[src/source/video_pkg.sv]
/*
 * Shared constants and types for the tile video subsystem.
 * Every RTL file refers to these by scoped name, and the testbench
 * uses the same definitions for its reference model.
 */
package video_pkg;

    // Raster size in pixels and lines
    localparam logic [8:0] h_total   = 9'd384;
    localparam logic [8:0] h_visible = 9'd320;
    localparam logic [8:0] v_total   = 9'd262;
    localparam logic [8:0] v_visible = 9'd224;

    // Sync windows, start inclusive and end exclusive
    localparam logic [8:0] hs_start = 9'd336;
    localparam logic [8:0] hs_end   = 9'd368;
    localparam logic [8:0] vs_start = 9'd240;
    localparam logic [8:0] vs_end   = 9'd243;

    // CPU register space, one 16-bit word per index
    localparam int         reg_count      = 8;
    localparam logic [2:0] reg_hpos1      = 3'd0;
    localparam logic [2:0] reg_vpos1      = 3'd1;
    localparam logic [2:0] reg_hpos2      = 3'd2;
    localparam logic [2:0] reg_vpos2      = 3'd3;
    localparam logic [2:0] reg_map1_base  = 3'd4;
    localparam logic [2:0] reg_map2_base  = 3'd5;
    localparam logic [2:0] reg_layer_ctrl = 3'd6;
    localparam logic [2:0] reg_backdrop   = 3'd7;

    // CPU region select
    localparam logic region_reg = 1'b0;
    localparam logic region_pal = 1'b1;

    localparam logic [3:0] transparent_pen = 4'd15;
    // Layer 3 + mixer 1 + palette 1
    localparam int         pipe_ticks      = 5;

    typedef struct packed {
        logic        we;
        logic        region;
        logic [8:0]  addr;
        logic [1:0]  be_n;
        logic [15:0] data;
    } cpu_write_t;

    typedef struct packed {
        logic [8:0] hdump;
        logic [8:0] vdump;
        logic       hblank;
        logic       vblank;
    } raster_t;

    typedef struct packed {
        logic [15:0] hpos;
        logic [15:0] vpos;
        logic [15:0] map_base;
    } scroll_t;

    typedef struct packed {
        logic       layer1_en;
        logic       layer2_en;
        logic       layer2_on_top;
        logic [8:0] backdrop;
    } layer_ctrl_t;

    typedef struct packed {
        logic [3:0] group;
        logic [3:0] color;
        logic       opaque;
    } layer_pxl_t;

    typedef struct packed {
        logic [7:0] red;
        logic [7:0] green;
        logic [7:0] blue;
    } rgb_t;

endpackage

[src/source/video_colmix.sv]
/*
 * Priority mixer. Picks the top visible layer pixel, or the
 * backdrop when neither layer shows, and registers the result
 * as a 9-bit palette index one tick later.
 */
`timescale 1ns/10ps

module video_colmix (
    input  logic                     clk,
    input  logic                     rst,
    input  logic                     pxl_cen,
    input  video_pkg::layer_pxl_t    layer1,
    input  video_pkg::layer_pxl_t    layer2,
    input  video_pkg::layer_ctrl_t   layer_ctrl,
    output logic [8:0]               pal_index
);

    logic       l1_vis;
    logic       l2_vis;
    logic [8:0] l1_index;
    logic [8:0] l2_index;
    logic [8:0] mix_index;

    assign l1_vis = layer_ctrl.layer1_en && layer1.opaque;
    assign l2_vis = layer_ctrl.layer2_en && layer2.opaque;

    // Top bit of the index selects the layer's half of the palette
    assign l1_index = {1'b0, layer1.group, layer1.color};
    assign l2_index = {1'b1, layer2.group, layer2.color};

    always_comb begin
        mix_index = layer_ctrl.backdrop;
        if (layer_ctrl.layer2_on_top) begin
            if (l2_vis) begin
                mix_index = l2_index;
            end else if (l1_vis) begin
                mix_index = l1_index;
            end
        end else begin
            if (l1_vis) begin
                mix_index = l1_index;
            end else if (l2_vis) begin
                mix_index = l2_index;
            end
        end
    end

    always_ff @(posedge clk or posedge rst) begin
        if (rst) begin
            pal_index <= 9'd0;
        end else if (pxl_cen) begin
            pal_index <= mix_index;
        end
    end

endmodule

[config.mk]
export PLATFORM = sky130hd
export DESIGN_NAME = video_colmix
export DESIGN_NICKNAME = d
export VERILOG_FILES = /design/src/source/video_pkg.sv /design/src/source/video_colmix.sv
export SDC_FILE = /design/constraint.sdc
export NUM_CORES = 1
export LEC_CHECK = 0
export BUFFER_PORTS_ARGS = -buffer_cell sky130_fd_sc_hd__buf_2
export CAP_MARGIN = 0
export CORE_MARGIN = 2
export CORE_UTILIZATION = 40
export CTS_CLUSTER_DIAMETER = 120
export DETAILED_ROUTE_END_ITERATION = 7
export PLACE_DENSITY = 0.77
export SLEW_MARGIN = 20
export SYNTH_ARGS = -nofsm -noshare
export SYNTH_HDL_FRONTEND = slang
export SYNTH_SLANG_ARGS = --single-unit
[constraint.sdc]
create_clock -name clk -period 0.8 [get_ports clk]
set_input_delay 0.12 -clock clk [delete_from_list [all_inputs] [get_ports clk]]
set_output_delay 0.12 -clock clk [all_outputs]
set_load 0.02 [all_outputs]
==> results.toml, run 1 <==
[power]
seq_power_share = 0.371
powerDensity_mw_per_mm2 = 1421
p_sw_uw = 473.2
p_comb_frac = 0.395
power_mw = 1.484
p_sw_frac = 0.3188
leakage_nw = 0.5228
vdd_drop_max_v = 0.001171
internal-power_mw = 1.011
pwr-share-clk = 0.234

[cells_and_area]
multi_input_area_um2 = 370.4
largest_reg_flops = 9
nFillCells = 108
seqCellArea_um2 = 225.2
top_register = "pal_index"
final_net_count = 159
top_regs = "pal_index: 9 flops"
final_core_util = 0.7017
areaGrowthSynthToFinish_pct = 67.33
antenna_cells = 0
drive_gt1_frac = 0.6000

[timing]
min_period_over_period = 1.137
fin_crit_ps = 909.7
fin_skew_ps = 0
tightest_slew_ps = 359.5
slew_headroom = 0.7601
finalSetupViolCount = 9
rsz0062_at_grt = "true"
hold_viol = 0
setup_ws_ps = -109.7
max_clock_freq_mhz = 1099
slew_violations = 0

[cts]
path_clk_slew_ps = 60
root_buffer = "clkbuf_4"
cts_sinks = 9
cts_tree = "built"
clk_latency_ps = 250
clockBufferDepth = 2
htree_levels = 1
cts_buffers = 3

[routing]
antenna_left = 0
wl_per_cell_um = 14.02
drc = 0
dr.pass1.iters = 4
via_per_inst = 5.716
drt_iter0_drc = 16
finalWirelength_um = 1977
vias = 806

[synthesis]
synth_area_um2 = 624.3
synth_fp_nets = 104
synth_largest_area_cell = "dfrtp_1"
synth_cell_types = 18
async_flop_share = 1.000
synth_top_area_frac = 0.3607
synthCells = 71
synth-edff-count = 0
synthTopCellsByCount = "11 x inv_1, 9 x a211oi_1, 9 x dfrtp_1, 8 x o32ai_1"
syn_area_per_cell_um2 = 8.794
yosys-top-cells-area = "dfrtp_1 36%, o32ai_1 11%, a211oi_1 11%"
yosys_warnings = 0
ys.flop_type = "dfrtp_1"
seq_area_frac_synth = 0.3607
synth.most_common_cell = "inv_1"
ys_seq_elements = 9

[global_routing]
antenna_found_initial = 0
grt.overflow.total = 0
grt_pass1_vias = 744
grt_pass1_wl_um = 3153
grtUsageTotal = 0.2189
grt_max_degree = 15

[min_path]
worst_hold_path_type = "in -> reg"
min_from = "layer_ctrl[8]"
whs_path_depth = 3
min_to = "pal_index[8]"

[setup_path]
cpPeakStageDelay_ps = 400
crit_type = "reg -> out"
cp.arrival_ps = 790
crit_family = "flip-flops"
worst-r2r-setup-slack_ps = 10
startpoint_type = "flip-flop"
r2r-end = "pal_index[4]"
crit_fanout = 2
cp_slowest_cell = "dfrtp_1"
path_cells = "buf_6"
worstSetupEndpointType = "output pin"
worstRegToRegCells = 3
required_ps = 680
rr_startpoint = "pal_index[4]"
path_buf_inv = 1

[die]
core_area_mm2 = 0.001489
die-height_um = 43.51
row_count = 14
ios = 42
die_area_mm2 = 0.001893
start_util = 0.4193
fp.dieW_um = 43.51

[placement]
dpl.hpwl_um = 1424
io_buffers = 41
gp_congestion = 0.8058

[job]
maxCapViolations = 0

[status]
violations = "setup timing"
status = "finished, violations left"
## metal layers
layer | track usage | vias up | part of all wire
met1 | 0.3123 | 395 | 0.44
li1 | - | 384 | -
met2 | 0.3493 | 25 | 0.51
met4 | 0.07879 | 0 | 0.0051
met3 | 0.01667 | 2 | 0.048
met5 | 0 | - | 0
## repair_timing
item	in CTS	in global routing
setup buffers	2	1
pin swaps	0	0
hold buffers	1	0
resized for setup	21	9
setup endpoints to repair	14	15
endpoints found under the hold margin	9	0
## stage by stage
| step | hold WS [ps] | setup WS (ps) | area, µm² | TNS, ps | std cells |
|---|---|---|---|---|---|
| 6_report | 175.2 | -109.7 | 1045 | -883.7 | 141 |
| 5_1_grt | 214.3 | -137.1 | 1045 | -1167 | 141 |
| 4_1_cts | 176.3 | -114.8 | 999.7 | -933.8 | 140 |
| 3_5_place_dp | 100.5 | -304.6 | 887.1 | -2380 | 133 |
| 3_3_place_gp | 96.76 | -279.3 | 887.1 | -2184 | 133 |
| 2_1_floorplan | -52.08 | -21.02 | 640.6 | -143.5 | 71 |
## cell families (layout without fill, tap and decap cells)
kind of cell / after synthesis / after routing / synth area share
buf+inv: 15 / 69 / 0.1303
flops: 9 / 9 / 0.3607
compound gates: 27 / 27 / 0.3146
simple gates: 20 / 20 / 0.1944
## worst max-delay path by stage
stage          cells after the start  slack [ps]           end           start
3_3_place_gp                       4        -280  pal_index[6]  layer_ctrl[10]
3_5_place_dp                       4        -300  pal_index[0]       layer1[0]
4_1_cts                            1        -110  pal_index[4]    pal_index[4]
2_1_floorplan                      4         -20  pal_index[0]  layer_ctrl[11]
5_1_grt                            1        -140  pal_index[2]    pal_index[2]
6_report                           1        -110  pal_index[4]    pal_index[4]
## worst reg2reg max path, stage by stage (launching register included)
cell and delay (ps):
dfrtp_1 400, buf_4 140, inv_1 50, o32ai_1 70
## cell usage in the layout, fill, tap and decap left out, types with 2 or more instances in the layout
master,instances
nor3_1,7
inv_1,10
buf_2,32
dfrtp_1,9
a211oi_2,6
buf_6,9
o21ai_0,7
clkbuf_4,3
and3_2,6
o32ai_1,7
buf_4,12
a211oi_1,3
o31ai_1,2
## power by group through the flow
stage               Sequential (mW)  Combinational (mW)  Clock, mW
finish                        0.551               0.586      0.347
global route                  0.557               0.628      0.387
CTS                           0.551               0.543      0.356
detailed placement            0.545               0.450          0
global placement              0.544               0.441          0
floorplan                     0.618               0.176          0
## layout make-up
type | instances | area share
Clock buffer | 4 | 0.02515
Inverter | 11 | 0.03952
Multi-Input combinational cell | 47 | 0.3545
Sequential cell | 9 | 0.2156
Tap cell | 16 | 0.01916
Timing Repair Buffer | 54 | 0.3461
Note: power is estimated with default switching activity, not from simulation.
==> run 2, diff against run 1 <==
--- a/config.mk
+++ b/config.mk
@@ -8,11 +8,11 @@
 export BUFFER_PORTS_ARGS = -buffer_cell sky130_fd_sc_hd__buf_2
 export CAP_MARGIN = 0
 export CORE_MARGIN = 2
-export CORE_UTILIZATION = 40
+export CORE_UTILIZATION = 43
 export CTS_CLUSTER_DIAMETER = 120
 export DETAILED_ROUTE_END_ITERATION = 7
-export PLACE_DENSITY = 0.77
-export SLEW_MARGIN = 20
+export PLACE_DENSITY = 0.82
+export SLEW_MARGIN = 15
 export SYNTH_ARGS = -nofsm -noshare
 export SYNTH_HDL_FRONTEND = slang
 export SYNTH_SLANG_ARGS = --single-unit
==> constraint.sdc (replaced) <==
create_clock -name clk -period 1.2 [get_ports clk]
set_input_delay 0.18 -clock clk [delete_from_list [all_inputs] [get_ports clk]]
set_output_delay 0.18 -clock clk [all_outputs]
set_load 0.02 [all_outputs]
==> run 2 against run 1 <==
The flow now finishes without violations. Clock skew is the same. Critical path depth is the same. Sequential share of layout area grew 5.1 points. Non-clock buffer count shrank 12. Wire length shrank 8.8%. Hold slack gained 56 ps. Clock-buffer cell count is the same. Sequential power shrank 35%. Critical path type unchanged.
==> results.toml, run 2 (same netlist as run 1, synthesis figures left out) <==
[global_routing]
grt_max_degree = 19
grt_pass1_wl_um = 3070
grtUsageTotal = 0.2232
grt_pass1_vias = 750
grt.overflow.total = 0
antenna_found_initial = 0

[die]
ios = 42
row_count = 13
core_area_mm2 = 0.001334
die_area_mm2 = 0.001773
die-height_um = 42.11
start_util = 0.4681
fp.dieW_um = 42.11

[cts]
htree_levels = 1
clk_latency_ps = 260
clockBufferDepth = 2
post_cts_resized = 0
cts_sinks = 9
ctsHoldBuffers = 1
cts_buffers = 3
path_clk_slew_ps = 70
cts_tree = "built"
post_cts_buffers = 0
root_buffer = "clkbuf_4"

[cells_and_area]
nFillCells = 126
top_regs = "pal_index: 9 flops"
drive_gt1_frac = 0.4602
final_common_cell = "buf_2"
final_cell_mix = "41 x buf_2, 11 x inv_1, 9 x a211oi_1, 9 x dfrtp_1, 8 x o32ai_1"
seqCellArea_um2 = 225.2
largest_reg_flops = 9
multi_input_area_um2 = 317.8
top_register = "pal_index"
final_net_count = 147
areaGrowthSynthToFinish_pct = 35.27
antenna_cells = 0

[power]
powerDensity_mw_per_mm2 = 1037
vdd_drop_max_v = 0.0005218
leakage_nw = 0.4345

[timing]
max_clock_freq_mhz = 1017
slew_headroom = 0.7701
min_period_over_period = 0.8198
fin_skew_ps = 0
fin_crit_ps = 983.7
rsz0062_at_grt = "false"
tightest_slew_ps = 344.5
finalSetupViolCount = 0
setup_tns_ps = 0
hold_viol = 0
setup_ws_ps = 216.3
slew_violations = 0

[routing]
antenna_left = 0
dr.pass1.iters = 4
drc = 0
finalWirelength_um = 1803
via_per_inst = 5.773
vias = 739
wl_per_cell_um = 14.09
drt_iter0_drc = 37

[setup_path]
cp.arrival_ps = 800
cpPeakStageDelay_ps = 380
required_ps = 1020
crit_fanout = 2
crit_type = "reg -> out"
cp_slowest_cell = "dfrtp_1"
crit_family = "flip-flops"
worstSetupEndpointType = "output pin"
startpoint_type = "flip-flop"
path_cells = "buf_2"
path_buf_inv = 1

[status]
status = "complete, no violations"

[job]
maxCapViolations = 0

[placement]
io_buffers = 41
dpl.hpwl_um = 1295
dp_slack_ps = 72.03
gp_congestion = 0.8468

[min_path]
worst_hold_path_type = "in -> reg"
-- run 2: final timing paths --
path,from,end,slack [ps],cells past startpoint
setup / recovery,pal_index[1],pal_index[1],220,1
hold / removal,layer_ctrl[8],pal_index[8],230,3
setup reg to reg,pal_index[1],pal_index[1],560,2
hold reg to reg,pal_index[6],pal_index[6],530,2
max in group asynchronous,rst,pal_index[4],530,3
min in group asynchronous,rst,pal_index[2],410,3
-- run 2: power breakdown --
| group | leakage [nW] | switching (mW) | total (mW) | internal (mW) |
|---|---|---|---|---|
| clock network | 0.0150 | 0.114 | 0.242 | 0.128 |
| registers | 0.109 | 0.0166 | 0.357 | 0.341 |
| logic | 0.310 | 0.160 | 0.277 | 0.117 |
-- run 2: metrics by stage --
stage / instance area (µm²) / cells / total power [mW] / utilization / hold slack, ps
4_1_cts: 844.6 / 128 / 0.8766 / 0.6332 / 246.1
2_1_floorplan: 624.3 / 71 / 0.5250 / - / 7.918
5_1_grt: 844.6 / 128 / 0.9210 / 0.6332 / 276.0
3_5_place_dp: 808.3 / 123 / 0.6324 / 0.6060 / 163.8
6_report: 844.6 / 128 / 0.8762 / 0.6332 / 231.0
3_3_place_gp: 808.3 / 123 / 0.6289 / 0.6060 / 156.3
-- run 2: cell type report --
| class | instances | area share |
|---|---|---|
| Sequential cell | 9 | 0.2667 |
| Inverter | 11 | 0.04889 |
| Tap cell | 15 | 0.02222 |
| Timing Repair Buffer | 42 | 0.2548 |
| Clock buffer | 4 | 0.03111 |
| Multi-Input combinational cell | 47 | 0.3763 |
-- run 2: layer usage --
metal	wire (µm)	GRT usage
met2	857	0.3625
met3	140	0.06897
met5	0	0
met1	760	0.2698
met4	44	0.1000
==> run 3, diff against run 2 <==
--- a/config.mk
+++ b/config.mk
@@ -5,13 +5,14 @@
 export SDC_FILE = /design/constraint.sdc
 export NUM_CORES = 1
 export LEC_CHECK = 0
+export ABC_AREA = 1
 export BUFFER_PORTS_ARGS = -buffer_cell sky130_fd_sc_hd__buf_2
 export CAP_MARGIN = 0
 export CORE_MARGIN = 2
-export CORE_UTILIZATION = 43
+export CORE_UTILIZATION = 41
 export CTS_CLUSTER_DIAMETER = 120
 export DETAILED_ROUTE_END_ITERATION = 7
-export PLACE_DENSITY = 0.82
+export PLACE_DENSITY = 0.77
 export SLEW_MARGIN = 15
 export SYNTH_ARGS = -nofsm -noshare
 export SYNTH_HDL_FRONTEND = slang
==> constraint.sdc (replaced) <==
create_clock -name clk -period 1 [get_ports clk]
set_input_delay 0.15 -clock clk [delete_from_list [all_inputs] [get_ports clk]]
set_output_delay 0.15 -clock clk [all_outputs]
set_load 0.02 [all_outputs]
==> run 3 against run 2 <==
Cell count increased by 30%. Utilization decreased by 3.0 points. Clock power increased by 15%. Wire length increased by 5.3%. Clock-buffer cell count unchanged. Via count increased by 15%. Clock skew unchanged. Die area increased by 13%. Largest cell class unchanged. Largest power group unchanged. Highest routed layer is now met3.
==> results.toml, run 3 <==
[routing]
wl_per_cell_um = 11.43
drt_iter0_drc = 23
antenna_left = 0
drc = 0
finalWirelength_um = 1898
dr.pass1.iters = 4
vias = 853
via_per_inst = 5.139

[min_path]
whs_path_depth = 3
min_from = "pxl_cen"
min_to = "pal_index[5]"
worst_hold_path_type = "in -> reg"

[synthesis]
synth_largest_area_cell = "dfrtp_1"
synth_compound_area_frac = 0.01468
synth_fa_ha_area_frac = 0
synth_top_family_by_area = "simple AND/OR/NAND/NOR gates"
synth.most_common_cell = "nand2_1"
synth_area_um2 = 681.9
synth-xor-area-share = 0
synth-edff-count = 0
synthTopCellsByCount = "33 x nand2_1, 25 x nand3_1, 21 x nor2_1, 9 x dfrtp_1, 4 x inv_1"
syn_area_per_cell_um2 = 6.433
async_flop_share = 1.000
synth_cell_types = 13
synthCells = 106
synthMuxAreaShare = 0
synthSimpleGateAreaFrac = 0.5615
ys_seq_elements = 9
seq_area_frac_synth = 0.3303
synth_fp_nets = 139
yosys-top-cells-area = "dfrtp_1 33%, nand3_1 18%, nand2_1 18%"
synth_top_area_frac = 0.3303
ys.flop_type = "dfrtp_1"
yosys_warnings = 0

[placement]
place_area_um2 = 893.4
dp.cells = 161
dpl.hpwl_um = 1481
gp_congestion = 0.7522
dp_slack_ps = 38.71
io_buffers = 41

[cts]
cts_sinks = 9
post_cts_buffers = 0
clockBufferDepth = 2
htree_levels = 1
path_clk_slew_ps = 60
post_cts_resized = 0
cts_buffers = 3
cts_tree = "built"
root_buffer = "clkbuf_4"
clk_latency_ps = 260

[cells_and_area]
top_regs = "pal_index: 9 flops"
top_register = "pal_index"
antenna_cells = 0
final_net_count = 184
nFillCells = 164
fin_cells = 166
final_area_um2 = 929.6
final_common_cell = "buf_2"
final_cell_mix = "41 x buf_2, 33 x nand2_1, 25 x nand3_1"
final_core_util = 0.6031
largest_reg_flops = 9
areaGrowthSynthToFinish_pct = 36.33
drive_gt1_frac = 0.3533

[timing]
max_clock_freq_mhz = 1040
slew_violations = 0
hold_viol = 0
slew_headroom = 0.7771
tightest_slew_ps = 334.0
fin_skew_ps = 0
finalSetupViolCount = 0
fin_crit_ps = 961.8
setup_tns_ps = 0
rsz0062_at_grt = "false"
min_period_over_period = 0.9618
setup_ws_ps = 38.19
hold_slack_ps = 175.1

[setup_path]
startpoint_type = "flip-flop"
path_buf_inv = 1
crit_fanout = 2
required_ps = 850
cp_slowest_cell = "dfrtp_1"
crit_family = "flip-flops"
path_cells = "buf_2"
cpPeakStageDelay_ps = 390
crit_type = "reg -> out"
r2r-end = "pal_index[8]"
cp.arrival_ps = 810
worst-r2r-setup-slack_ps = 370
rr_startpoint = "pal_index[8]"
worstSetupEndpointType = "output pin"
worstRegToRegCells = 2

[die]
row_count = 14
die-height_um = 44.78
die_area_mm2 = 0.002005
start_util = 0.4424
core_area_mm2 = 0.001541
fp.dieW_um = 44.78
ios = 42

[global_routing]
use_met3 = 0.06800
grt_pass1_wl_um = 3056
top_usage_layer = "met2"
grtUsageTotal = 0.2070
met1_usage = 0.2362
antenna_found_initial = 0
grt_pass1_vias = 825
met2_usage = 0.3739
grt_max_degree = 18
grt.overflow.total = 0

[power]
leakage_nw = 0.5281
power_mw = 1.074
vdd_drop_max_v = 0.0008158
powerDensity_mw_per_mm2 = 1155

[status]
status = "complete, no violations"

[job]
maxCapViolations = 0
[run 3: timing repair]
| action | CTS | global route |
|---|---|---|
| hold buffers | 1 | 0 |
| endpoints found under the hold margin | 9 | 0 |
| endpoints found under the setup margin | 0 | 0 |
[run 3: layer usage]
layer | share of wire | up-vias
met5 | 0 | -
met3 | 0.094 | 0
met1 | 0.42 | 380
met4 | 0 | 0
li1 | - | 429
met2 | 0.48 | 44
[run 3: where the power goes]
group	switching, mW	internal, mW
Combinational	0.215	0.147
Sequential	0.0237	0.409
Clock	0.125	0.154
[run 3: cell families after synthesis]
group	Yosys count
buf+inv	9
simple gates	86
compound gates	2
flops	9
[run 3: area by class of cell]
class / count / area, µm² / area share
clock buffers: 4 / 26.28 / 0.02826
inverters: 4 / 15.01 / 0.01615
multi-input cells: 88 / 392.9 / 0.4226
flip-flops and latches: 9 / 225.2 / 0.2423
well taps: 16 / 20.02 / 0.02153
repair buffers: 45 / 250.2 / 0.2692
[run 3: how the worst max path moves through the flow]
stage / endpoint / cells past startpoint / from
4_1_cts: pal_index[2] / 1 / pal_index[2]
5_1_grt: pal_index[2] / 1 / pal_index[2]
3_5_place_dp: pal_index[4] / 6 / layer_ctrl[10]
3_3_place_gp: pal_index[1] / 6 / layer_ctrl[10]
6_report: pal_index[2] / 1 / pal_index[2]
2_1_floorplan: pal_index[0] / 7 / layer_ctrl[10]
[run 3: worst min-delay path, stage by stage]
cell and delay [ps]:
buf_2 110, nand4_1 90, nand2_1 50
